[config.mk]
export PLATFORM = sky130hd
export DESIGN_NAME = cic_top
export DESIGN_NICKNAME = d
export VERILOG_FILES = /design/src/design/cic_data_pkg.sv /design/src/design/cic_ctrl_pkg.sv /design/src/design/decim_timer.sv /design/src/design/double_integ.sv /design/src/design/chan_serializer.sv /design/src/design/double_diff.sv /design/src/design/post_scale.sv /design/src/design/cic_top.sv
export SDC_FILE = /design/constraint.sdc
export NUM_CORES = 1
export LEC_CHECK = 0
export BUFFER_PORTS_ARGS = -buffer_cell sky130_fd_sc_hd__buf_2
export CAP_MARGIN = 0
export CORE_UTILIZATION = 45
export DETAILED_ROUTE_END_ITERATION = 8
export HOLD_SLACK_MARGIN = 0.06
export PLACE_DENSITY_LB_ADDON = 0.25
export SYNTH_ARGS = -nofsm -noshare
export SYNTH_HDL_FRONTEND = slang
export SYNTH_SLANG_ARGS = --single-unit
[constraint.sdc]
create_clock -name clk -period 6.65 [get_ports clk]
set_clock_uncertainty 0.2 [all_clocks]
set_input_delay 1.6625 -clock clk [delete_from_list [all_inputs] [get_ports clk]]
set_output_delay 1.6625 -clock clk [all_outputs]
set_load 0.01 [all_outputs]
[src/design/cic_data_pkg.sv]
// data path widths and types for the four-channel CIC decimator
// samples, integrator accumulators and scaled results

package cic_data_pkg;

	// raw ADC sample width
	localparam int adc_w = 18;

	// integrator width is adc_w plus 2 * log2(max period of 64)
	localparam int acc_w = 30;

	// width of the scaled, saturated result
	localparam int out_w = 20;

	// channels sharing the serialized back end
	localparam int nchan = 4;

	// all data is two's complement
	typedef logic signed [adc_w-1:0] adc_t;
	typedef logic signed [acc_w-1:0] acc_t;
	typedef logic signed [out_w-1:0] res_t;

endpackage

[src/design/cic_ctrl_pkg.sv]
// configuration field widths and types for the CIC decimator
// decimation period, output shift and channel index

package cic_ctrl_pkg;

	// period field with a legal range of 4 to 64
	localparam int period_w = 7;

	// shift field and the fixed offset added to it
	localparam int shift_w = 4;
	localparam logic [shift_w:0] shift_base = (shift_w+1)'(0);

	// channel index wide enough for four channels
	localparam int chan_w = 2;

	typedef logic [period_w-1:0] period_t;
	typedef logic [shift_w-1:0] shift_t;
	typedef logic [chan_w-1:0] chan_t;

endpackage

[src/design/decim_timer.sv]
// decimation timer
// down-counter that pulses sample_stb once every period clocks

`timescale 1ns/1ps

module decim_timer import cic_ctrl_pkg::*; (
	input  logic    clk,
	input  logic    rst_n,
	input  period_t period,
	output logic    sample_stb
);

	// clocks left in the current run
	period_t count;

	always_ff @(posedge clk) begin
		if (!rst_n) begin
			// count of zero makes the first reload happen right after reset
			count      <= '0;
			sample_stb <= 1'b0;
		end else begin
			if (count == '0) begin
				// reload picks up any new period here and never mid-run
				count      <= period - period_t'(1);
				sample_stb <= 1'b1;
			end else begin
				count      <= count - period_t'(1);
				sample_stb <= 1'b0;
			end
		end
	end

endmodule

[src/design/double_integ.sv]
// double integrator for one CIC channel
// two wrapping accumulators plus a snapshot taken on the decimation strobe

`timescale 1ns/1ps

module double_integ import cic_data_pkg::*; (
	input  logic clk,
	input  logic rst_n,
	input  adc_t sample_in,
	input  logic sample_stb,
	output acc_t snap
);

	// first and second integrator stages
	acc_t acc1;
	acc_t acc2;

	// sign-extended input sample
	acc_t sample_ext;

	assign sample_ext = {{(acc_w-adc_w){sample_in[adc_w-1]}}, sample_in};

	// both stages wrap and the differentiators undo the overflow later
	always_ff @(posedge clk) begin
		if (!rst_n) begin
			acc1 <= '0;
			acc2 <= '0;
		end else begin
			acc1 <= acc1 + sample_ext;
			// second stage sums the first stage's previous value
			acc2 <= acc2 + acc1;
		end
	end

	// snapshot holds acc2 between strobes
	always_ff @(posedge clk) begin
		if (sample_stb) begin
			snap <= acc2;
		end
	end

endmodule

[src/design/chan_serializer.sv]
// channel serializer
// after each strobe, emits one snapshot per clock, channel 0 first

`timescale 1ns/1ps

module chan_serializer
	import cic_data_pkg::*;
	import cic_ctrl_pkg::*;
(
	input  logic              clk,
	input  logic              rst_n,
	input  logic              sample_stb,
	input  acc_t [nchan-1:0]  snaps,
	output acc_t              sr_data,
	output logic              sr_valid,
	output chan_t             sr_chan
);

	// burst in progress
	logic busy;

	// channel currently on the output
	chan_t cnt;

	// snapshots are loaded on the strobe edge and stay put for the whole burst,
	// since the next strobe cannot arrive before the burst's last cycle
	always_ff @(posedge clk) begin
		if (!rst_n) begin
			busy <= 1'b0;
			cnt  <= '0;
		end else begin
			if (sample_stb) begin
				// start a new burst at channel 0
				busy <= 1'b1;
				cnt  <= '0;
			end else if (busy) begin
				cnt <= cnt + chan_t'(1);
				// last channel ends the burst
				if (cnt == chan_t'(nchan-1)) begin
					busy <= 1'b0;
				end
			end
		end
	end

	// one word per clock out of the snapshot bank
	assign sr_data  = snaps[cnt];
	assign sr_valid = busy;
	assign sr_chan  = cnt;

endmodule

[src/design/double_diff.sv]
// two-stage differentiator over the interleaved channel stream
// each channel keeps its own history so the stages act per channel

`timescale 1ns/1ps

module double_diff
	import cic_data_pkg::*;
	import cic_ctrl_pkg::*;
(
	input  logic  clk,
	input  logic  rst_n,
	input  acc_t  sr_data,
	input  logic  sr_valid,
	input  chan_t sr_chan,
	output acc_t  d_data,
	output logic  d_valid,
	output chan_t d_chan
);

	// last decimated value seen on each channel
	acc_t hist_x [nchan];

	// last first difference on each channel
	acc_t hist_d [nchan];

	// first and second differences of the current word
	acc_t diff1;
	acc_t diff2;

	// wrapping arithmetic cancels integrator overflow
	assign diff1 = sr_data - hist_x[sr_chan];
	assign diff2 = diff1 - hist_d[sr_chan];

	// history only rotates for the channel on the bus
	always_ff @(posedge clk) begin
		if (!rst_n) begin
			for (int i = 0; i < nchan; i++) begin
				hist_x[i] <= '0;
				hist_d[i] <= '0;
			end
		end else if (sr_valid) begin
			hist_x[sr_chan] <= sr_data;
			hist_d[sr_chan] <= diff1;
		end
	end

	// one register stage to the scaler
	always_ff @(posedge clk) begin
		d_data <= diff2;
	end

	always_ff @(posedge clk) begin
		if (!rst_n) begin
			d_valid <= 1'b0;
			d_chan  <= '0;
		end else begin
			d_valid <= sr_valid;
			d_chan  <= sr_chan;
		end
	end

endmodule

[src/design/post_scale.sv]
// output scaler
// arithmetic right shift, then saturation to out_w bits with sticky clip

`timescale 1ns/1ps

module post_scale
	import cic_data_pkg::*;
	import cic_ctrl_pkg::*;
(
	input  logic   clk,
	input  logic   rst_n,
	input  acc_t   d_data,
	input  logic   d_valid,
	input  chan_t  d_chan,
	input  shift_t shift,
	output res_t   result,
	output logic   strobe,
	output chan_t  chan,
	output logic   clip
);

	// total shift, one bit wider to hold the offset
	logic [shift_w:0] full_shift;

	// shift stage registers
	acc_t  sh_data;
	logic  sh_valid;
	chan_t sh_chan;

	// bits above the result msb must all match the sign
	logic in_range;

	assign full_shift = {1'b0, shift} + shift_base;
	assign in_range   = (~|sh_data[acc_w-1:out_w-1]) | (&sh_data[acc_w-1:out_w-1]);

	// first stage does the barrel shift
	always_ff @(posedge clk) begin
		sh_data <= d_data >>> full_shift;
	end

	// second stage clamps to the most positive or most negative result
	always_ff @(posedge clk) begin
		if (in_range) begin
			result <= sh_data[out_w-1:0];
		end else begin
			result <= {sh_data[acc_w-1], {(out_w-1){~sh_data[acc_w-1]}}};
		end
	end

	always_ff @(posedge clk) begin
		if (!rst_n) begin
			sh_valid <= 1'b0;
			sh_chan  <= '0;
			strobe   <= 1'b0;
			chan     <= '0;
			clip     <= 1'b0;
		end else begin
			sh_valid <= d_valid;
			sh_chan  <= d_chan;
			strobe   <= sh_valid;
			chan     <= sh_chan;
			// clip latches on any saturated word and only reset clears it
			if (sh_valid && !in_range) begin
				clip <= 1'b1;
			end
		end
	end

endmodule

[src/design/cic_top.sv]
// four-channel second-order CIC decimator
// integrators, serializer, differentiator and output scaler

`timescale 1ns/1ps

module cic_top
	import cic_data_pkg::*;
	import cic_ctrl_pkg::*;
(
	input  logic             clk,
	input  logic             rst_n,
	// channel 0 in the lowest bits
	input  adc_t [nchan-1:0] adc_data,
	input  period_t          period,
	input  shift_t           shift,
	output res_t             result,
	output chan_t            chan,
	output logic             strobe,
	output logic             clip
);

	// decimation strobe to integrators and serializer
	logic sample_stb;

	// per-channel snapshots
	acc_t [nchan-1:0] snaps;

	// serialized stream
	acc_t  sr_data;
	logic  sr_valid;
	chan_t sr_chan;

	// differentiated stream
	acc_t  d_data;
	logic  d_valid;
	chan_t d_chan;

	decim_timer u_timer (
		.clk        (clk),
		.rst_n      (rst_n),
		.period     (period),
		.sample_stb (sample_stb)
	);

	// one double integrator per channel
	for (genvar i = 0; i < nchan; i++) begin : g_integ
		double_integ u_integ (
			.clk        (clk),
			.rst_n      (rst_n),
			.sample_in  (adc_data[i]),
			.sample_stb (sample_stb),
			.snap       (snaps[i])
		);
	end

	chan_serializer u_ser (
		.clk        (clk),
		.rst_n      (rst_n),
		.sample_stb (sample_stb),
		.snaps      (snaps),
		.sr_data    (sr_data),
		.sr_valid   (sr_valid),
		.sr_chan    (sr_chan)
	);

	double_diff u_diff (
		.clk      (clk),
		.rst_n    (rst_n),
		.sr_data  (sr_data),
		.sr_valid (sr_valid),
		.sr_chan  (sr_chan),
		.d_data   (d_data),
		.d_valid  (d_valid),
		.d_chan   (d_chan)
	);

	post_scale u_scale (
		.clk     (clk),
		.rst_n   (rst_n),
		.d_data  (d_data),
		.d_valid (d_valid),
		.d_chan  (d_chan),
		.shift   (shift),
		.result  (result),
		.strobe  (strobe),
		.chan    (chan),
		.clip    (clip)
	);

endmodule

---- Word level (Yosys, flattened, before mapping) ----
Memories as Yosys holds them, arrays and structs flattened. A register that Yosys moved wholly into a read port is not among the register bits.
Cells that the tools add are included.
cells by class
  add/sub/neg operators ................... 13
  magnitude comparators ................... 1
  eq/ne operators ......................... 1
  shift-type cells ........................ 1
  muxes and demuxes ....................... 22
  bitwise gates (word level) .............. 3
  reductions and logical operators ........ 9
operators by type and width
  cell                 number
  $add 30x18->30       4
  $add 30x30->30       4
  $mux 30              3
  $bmux 30 s2          1
  $reduce_or 30->1     2
  $sub 30x30->30       2
  $sshr 30x4->30       1
  $mux 20              1
  $sub 7x1->7 const B  2
  $mux 2               6
  $reduce_and 11->1    1
  $reduce_or 11->1     1
  $mux 1               10
  $logic_not 7->1      1
  $mux 7               1
  $lt 2x3->1 const B   1
  $add 2x1->2 const B  1
  $eq 2x2->1 const B   1
  $logic_not 1->1      2
  $not 1->1            2
  $reduce_or 2->1      1
  $logic_and 1x1->1    1
  $or 1x1->1           1
word-level totals
  register bits ........................... 461
  memory bits (writable) .................. 240
  input port bits ......................... 85
  output and inout port bits .............. 24
  logic and storage cells ................. 78
  memories ................................ 2
memories
  memory         words  bits a word  rd ports  clocked after memory_dff  wr ports  line               source
  u_diff.hist_d  4      30           1         1                         4         double_diff.sv:24  acc_t hist_d [nchan];
  u_diff.hist_x  4      30           1         1                         4         double_diff.sv:21  acc_t hist_x [nchan];

---- Logic depth before layout (Yosys ltp) ----
Gate-level depths: netlist of run 1.
  word-level depth ........................ 5
  mapped depth ............................ 28
  mapped depth without buffers ............ 23

---- Modules after synthesis ----
A second synthesis of run 1 with hierarchy kept.
unflattened totals
  cell total of the unflattened synthesis .. 4120
  area total of the unflattened synthesis .. 41648.7 um^2
by module, submodules not included
  module                                  times used  cells each  area each (um^2)
  double_integ at g_integ[0].u_integ ...  3           639         5754.3
  double_diff                             1           1172        14381.3
  double_integ at g_integ[3].u_integ      1           654         5816.8
  post_scale                              1           276         2874.0
  chan_serializer                         1           47          847.1
  decim_timer                             1           54          466.7

---- Worst setup path before layout of run 1 ----
OpenSTA, ideal clock, no wires.
  kind .................................... register -> register
  start ................................... reg (tool-made name)
  end ..................................... reg u_diff.d_data[27]
  library setup time ...................... 0.120 ns
  arrival time ............................ 6.638 ns
  data required time ...................... 6.330 ns
  setup slack ............................. -0.308 ns
  cell stages (with the launch flop) ...... 26
  buffers on the path ..................... 4
  path through ............................ dfxtp_1 > buf_2 > buf_1 > clkbuf_1 > buf_1 > mux4_2 > ha_1 > fa_1 > nand2b_1 > a211oi_1 > nor2_1 > xor2_1 > inv_1 > ha_1 > nor2_1 > nand2_1 > o2111ai_1 > a21oi_1 > a31oi_1 > o21ai_0 > a31oi_1 > a211oi_1 > or2_1 > a311o_1 > a211o_1 > a211o_1
RTL lines
  element               line               source
  end signal, assigned  double_diff.sv:49  d_data <= diff2;
  end, declared         double_diff.sv:15  output acc_t d_data,

---- Worst setup path in the final report of run 1 ----
  start ................................... reg u_ser.cnt[0] (netlist: u_ser.sr_chan[0])
  end ..................................... reg u_diff.d_data[27]
on the way
  longest elaborated chain between the ends .. 4
RTL lines
  element                        line                   source
  start, declared                chan_serializer.sv:23  chan_t cnt;
  start signal, assigned         chan_serializer.sv:37  cnt <= cnt + chan_t'(1);
  $bmux 30 s2                    chan_serializer.sv:47  assign sr_data = snaps[cnt];
  $mux 30 (implied by the code)  chan_serializer.sv:47
  $sub 30x30->30                 double_diff.sv:31      assign diff1 = sr_data - hist_x[sr_chan];
  $sub 30x30->30                 double_diff.sv:32      assign diff2 = diff1 - hist_d[sr_chan];
  net u_diff.diff2[27]           double_diff.sv:28      acc_t diff2;
The timed path passes the listed nets, and every way through them passes these cells. The select of a mux whose other input is x is not followed.
A chain may end at the register's enable or synchronous reset.

==> results.yml, run 1 <==
cells_and_area:
  seq_area_um2: 17700
  final_core_util: 0.512
  fin_nets: 4045
  nFillCells: 7311
  multi_input_area_um2: 19100
  area_growth_pct: 11.7
  final_common_cell: "nor2_1"
  drive_gt1_frac: 0.114
  mostFrequentLayoutCells: "nor2_1 (445), edfxtp_1 (360), dfxtp_1 (338)"
worst_setup_path:
  required_ns: 6.96
  critPathMaxFanout: 28
  worstSetupPathType: "flop to flop"
  critPathCaptureType: "flop"
  start_kind: "flop"
  worstPathArrival_ns: 6.47
  r2r_cells: 22
  startpoint: "u_ser.sr_chan[0]"
  regToRegStartpoint: "u_ser.sr_chan[0]"
global_routing:
  antenna_found_initial: 3
  met2_usage: 0.345
  grt_use_met1: 0.260
  grt_pass1_wl_um: 136000
  gr-usage-met3: 0.0231
  grt_busiest_layer: "met2"
  grt_max_degree: 194
  overflow: 0
  grt_pass1_vias: 26100
  grtUsageTotal: 0.199
placement:
  post-place-ws_ns: 0.509
  io_buffers: 108
  finalWeightedCongestion: 0.888
  hpwl_um: 60700
die:
  fp.dieArea_um2: 85300
  die_w_um: 292
  num_rows: 105
  initial_utilization: 0.458
  ios: 109
  core-area_um2: 82600
  fp.dieH_um: 292
sta:
  hold_viol_final: 0
  final.min_clock_period_ns: 6.16
  slew_viol_final: 0
  finalSetupViolations: 0
  fin_crit_sh: 0.926
  tns_ns: 0
  fmax_mhz: 162
  rsz0062_at_grt: "false"
  timing.hold.ws_ns: 0.206
  worstMarginPinSlew_ns: 1.05
  relSlewSlack: 0.299
  fin_ws_ns: 0.494
logic_synthesis:
  synth_edf_count: 360
  avgSynthCellArea_um2: 10.6
  ys.flop_type: "edfxtp_1"
  synth-async-reset-ratio: 0
  synth_cell_types: 84
  netlist_area_um2: 37900
  syn-num-nets: 3945
  yosysSeqAreaShare: 0.467
  yosysWarnings: 0
  synth_seq_cells: 703
  synthCells: 3566
flow_run:
  cap_violations: 0
detailed_routing:
  drtIter0Drc: 1516
  vias: 26400
  post_drt_wl_per_cell_um: 17.6
  drt-pass1-iter-count: 8
  routed_wirelength_um: 84600
  antenna_left: 0
  via_per_inst: 5.49
  drc: 0
pwr:
  fin_total_pwr_uw: 20800
  cellPowerDensity_nw_per_um2: 492
  peakVddDrop_mv: 0.217
  p_leak_uw: 0.0180
clock_network:
  cts-buffers-inserted: 78
  clockRootBuffer: "clkbuf_16"
  holdBufCountCts: 0
  clk_pin_slew_ns: 0.06
  cts_buffer_depth: 3
  cts_tree: "yes"
  clk_latency_ns: 0.63
  cts_max_level: 3
  cts.sinks: 703
min_path:
  hold_depth: 0
  hold_start: "u_scale.sh_data[29]"
  min_path_type: "flop to flop"
run_status:
  status: "completed"
==> what timing repair did <==
| action | 4_1_cts | 5_1_grt |
|---|---|---|
| endpoints found under the hold margin | 0 | 0 |
| endpoints found under the setup margin | 0 | 1 |
| gates resized for setup | 0 | 1 |
| buffers inserted | 0 | 0 |
==> path summary, 6_finish.rpt <==
| path | slack [ns] | end |
|---|---|---|
| worst min register to register | 0.21 | u_scale.result[19] |
| worst max-delay path | 0.49 | u_diff.d_data[27] |
| worst min-delay path | 0.21 | u_scale.result[19] |
| worst max register to register | 0.49 | u_diff.d_data[27] |
==> registers in the layout (all words and copies together), names as in the netlist, 7 cells and up, named ones only <==
register and cells:
u_diff.hist_x 120, u_timer.count 7, g_integ.u_integ.snap 120, g_integ.u_integ.acc1 120
u_scale.sh_data 30, g_integ.u_integ.acc2 120, u_diff.d_data 30, u_diff.hist_d 120
u_scale.result 20
==> routing by layer <==
layer	wire, µm	vias up
met5	8	-
met4	2220	2
met2	40700	443
met3	2720	133
met1	38900	12500
li1	-	13300
==> critical path, cell delays in order, from the launching register on <==
cell,delay [ns]
dfxtp_4,0.61
mux4_2,0.29
inv_1,0.09
ha_1,0.23
fa_1,0.46
nand2b_1,0.18
a211oi_1,0.50
nor2_1,0.15
xor2_1,0.33
inv_1,0.08
ha_1,0.22
nor2_1,0.14
nand2_1,0.08
o2111ai_1,0.28
nand3_1,0.13
a31oi_1,0.24
o21ai_0,0.16
a31oi_1,0.24
a211oi_1,0.14
or2_1,0.28
a311o_1,0.38
a211o_1,0.31
a211o_1,0.28
==> through the flow <==
step,cells,instance area [µm²]
global placement,4656,39600
CTS,4802,42300
finish,4804,42300
global route,4802,42300
detailed placement,4656,39600
floorplan,3566,37900
==> cells by family after synthesis <==
logic type	Yosys count	synth area share
and+or+nand+nor	1133	0.147
AOI/OAI and AO/OA	781	0.134
DFF	703	0.467
adders and majority gates	295	0.0995
buffers and inverters	281	0.0282
xor gates and xnor gates	232	0.0539
muxes	141	0.0712
==> final cells by class <==
class	instances	share of cell area
Clock buffer	105	0.0520
Inverter	160	0.0144
Tap cell	1070	0.0317
Clock inverter	41	0.0112
Multi-Input combinational cell	2582	0.453
Timing Repair Buffer	141	0.0195
Antenna cell	2	0.000118
Sequential cell	703	0.419
==> report_power, final <==
part	switching [µW]	internal [µW]	total, µW
Sequential	706	5880	6580
Combinational	5500	4230	9730
Clock	1810	2650	4470
Total	8020	12800	20800
==> cells in the mapped netlist (all sizes together), types with 11 or more instances <==
library cell	n	share of area
nor2	445	0.044
edfxtp	360	0.29
dfxtp	343	0.18
ha	284	0.094
a21oi	244	0.032
nand2	175	0.017
inv	158	0.016
a21o	146	0.029
o21ai	145	0.019
xnor2	117	0.027
xor2	115	0.027
mux4	102	0.061
clkbuf	100	0.0099
and3	89	0.015
nor3	76	0.010
and2	71	0.012
nand3	53	0.0070
nor2b	47	0.0078
o21a	37	0.0077
nand2b	34	0.0056
mux2i	33	0.0087
nor4b	33	0.0076
a211oi	30	0.0059
a31oi	28	0.0046
buf	21	0.0024
nor3b	21	0.0042
or2	18	0.0030
o211ai	17	0.0034
or3	17	0.0028
a21boi	16	0.0032
nor4	16	0.0026
o21bai	15	0.0030
a211o	13	0.0030
and4	11	0.0025
nand4	11	0.0018
No activity file was read; power rests on OpenSTA's default activity.
==> inputs of run 2 (changes only) <==
Settings changed: CTS_BUF_LIST set to sky130_fd_sc_hd__clkbuf_16.
==> run 2 against run 1 <==
Effect of this change:
- non-clock buffer count unchanged
- routed wire length about the same
- setup slack lost 0.0092 ns
- first-iteration DRC count is 3.8% higher
- core utilization shrank 0.091 points
- largest power group unchanged
- sequential cell count stayed put
- global-route usage hardly changed
- highest routed layer unchanged
- critical endpoint unchanged
- clock power decreased by 3%
==> results.yml, run 2 (synthesized netlist as in run 1, its figures left out) <==
run_status:
  status: "completed"
cells_and_area:
  nFillCells: 7327
  mostFrequentLayoutCells: "nor2_1 (445), edfxtp_1 (360), dfxtp_1 (338)"
  fin_nets: 4045
  seq_area_um2: 17700
  area_growth_pct: 11.5
  final_common_cell: "nor2_1"
  multi_input_area_um2: 19100
  fin_area_um2: 42200
  drive_gt1_frac: 0.112
die:
  core-area_um2: 82600
  initial_utilization: 0.458
  fp.dieArea_um2: 85300
  num_rows: 105
  die_w_um: 292
  ios: 109
  fp.dieH_um: 292
worst_setup_path:
  critPathMaxFanout: 28
  worstSetupPathType: "flop to flop"
  worst_path_largest_cell_delay_ns: 0.60
  critPathCaptureType: "flop"
  start_kind: "flop"
  path_cells: "buf_4 -> mux4_2 -> ha_1 -> and4_1 -> and2_1 -> a221oi_1 -> nand2_1 -> xnor2_1 -> inv_1 -> ha_1 -> a21oi_1 -> o21ai_0 -> maj3_2 -> and2_4 -> or2_1 -> a311o_1 -> a211o_1 -> a211o_1"
  r2r_cells: 18
  endpoint: "u_diff.d_data[27]"
  required_ns: 6.97
  startpoint: "u_ser.sr_chan[0]"
  r2r_end: "u_diff.d_data[27]"
  crit_path_top_delay_cell: "dfxtp_4"
  worstPathArrival_ns: 6.48
  regToRegStartpoint: "u_ser.sr_chan[0]"
  r2r_slack_ns: 0.49
placement:
  finalWeightedCongestion: 0.888
  io_buffers: 108
  hpwl_um: 60700
  placed_area_um2: 39600
global_routing:
  overflow: 0
  grt_pass1_wl_um: 136000
  grtUsageTotal: 0.199
  grt_max_degree: 194
  antenna_found_initial: 3
  grt_pass1_vias: 26100
sta:
  relSlewSlack: 0.196
  hold_viol_final: 0
  final.min_clock_period_ns: 6.16
  fmax_mhz: 162
  fin_crit_sh: 0.927
  slew_viol_final: 0
  finalSetupViolations: 0
  rsz0062_at_grt: "false"
  tns_ns: 0
  worstMarginPinSlew_ns: 1.21
clock_network:
  clockRootBuffer: "clkbuf_16"
  cts_max_level: 3
  cts_tree: "yes"
  cts.sinks: 703
  clk_latency_ns: 0.64
  clk_pin_slew_ns: 0.06
  cts_buffer_depth: 3
  holdBufCountCts: 0
  cts-buffers-inserted: 78
detailed_routing:
  drtIter0Drc: 1573
  routed_wirelength_um: 84600
  via_per_inst: 5.49
  drc: 0
  vias: 26400
  post_drt_wl_per_cell_um: 17.6
  drt-pass1-iter-count: 5
  antenna_left: 0
min_path:
  min_path_type: "flop to flop"
pwr:
  cellPowerDensity_nw_per_um2: 490
  peakVddDrop_mv: 0.220
  p_leak_uw: 0.0180
flow_run:
  cap_violations: 0
-- run 2: cell types whose count changed in the layout (fill, tap and decap cells not counted), sizes merged --
cell | previous run | this run
clkbuf | 105 | 81
inv | 164 | 180
clkinv | 26 | 34
-- run 2: critical path, delay by kind of cell, from the launching register on --
kind | cells | cell delay, ns
AO/OA/AOI/OAI | 6 | 1.80
adder cells (fa/ha/maj) | 3 | 1.09
AND/OR/NAND/NOR | 5 | 1.02
flip-flops | 1 | 0.60
multiplexers | 1 | 0.57
XOR/XNOR | 1 | 0.41
buffers and inverters | 2 | 0.38
-- run 2: layer usage --
layer | vias up | part of all wire | track usage
li1 | 13300 | - | -
met1 | 12500 | 0.46 | 0.260
met2 | 441 | 0.48 | 0.345
met3 | 132 | 0.034 | 0.0231
met4 | 2 | 0.027 | 0.0616
met5 | - | 0.000095 | 0
-- run 2: how the worst min path moves through the flow --
stage	startpoint	end	slack, ns	cells past startpoint
2_1_floorplan	u_scale.sh_data[0]	u_scale.result[0]	0.20	1
3_3_place_gp	u_scale.sh_data[8]	u_scale.result[8]	0.20	1
3_5_place_dp	u_scale.sh_data[4]	u_scale.result[4]	0.21	1
4_1_cts	u_scale.sh_data[29]	u_scale.result[19]	0.22	0
5_1_grt	u_scale.sh_data[29]	u_scale.result[19]	0.22	0
6_report	u_scale.sh_data[29]	u_scale.result[19]	0.21	0
-- run 2: power by group --
| part | switching (µW) | internal, µW |
|---|---|---|
| combinational | 5500 | 4230 |
| clock | 1810 | 2540 |
| sequential | 709 | 5880 |
| total | 8020 | 12600 |
-- run 2: cell type report --
type / count / area share
multi-input combinational: 2582 / 0.453
sequential: 703 / 0.419
clock buffer: 81 / 0.0480
tap: 1070 / 0.0317
timing repair buffer: 141 / 0.0196
inverter: 160 / 0.0144
clock inverter: 65 / 0.0133
antenna: 2 / 0.000119
-- run 2: repair_timing --
item                                   in CTS  in global routing
buffers inserted                            0                  0
setup endpoints to repair                   0                  2
resized for setup                           0                  2
endpoints found under the hold margin       0                  0
-- run 2: metrics by stage --
step	total power, µW	utilization	hold WS (ns)	worst slack [ns]	std cells
6_report	20700	0.511	0.214	0.485	4804
3_3_place_gp	16200	0.479	0.204	0.634	4656
5_1_grt	22300	0.511	0.222	0.00714	4802
4_1_cts	20800	0.510	0.215	0.476	4802
3_5_place_dp	16400	0.479	0.211	0.509	4656
2_1_floorplan	14200	-	0.203	0.139	3566
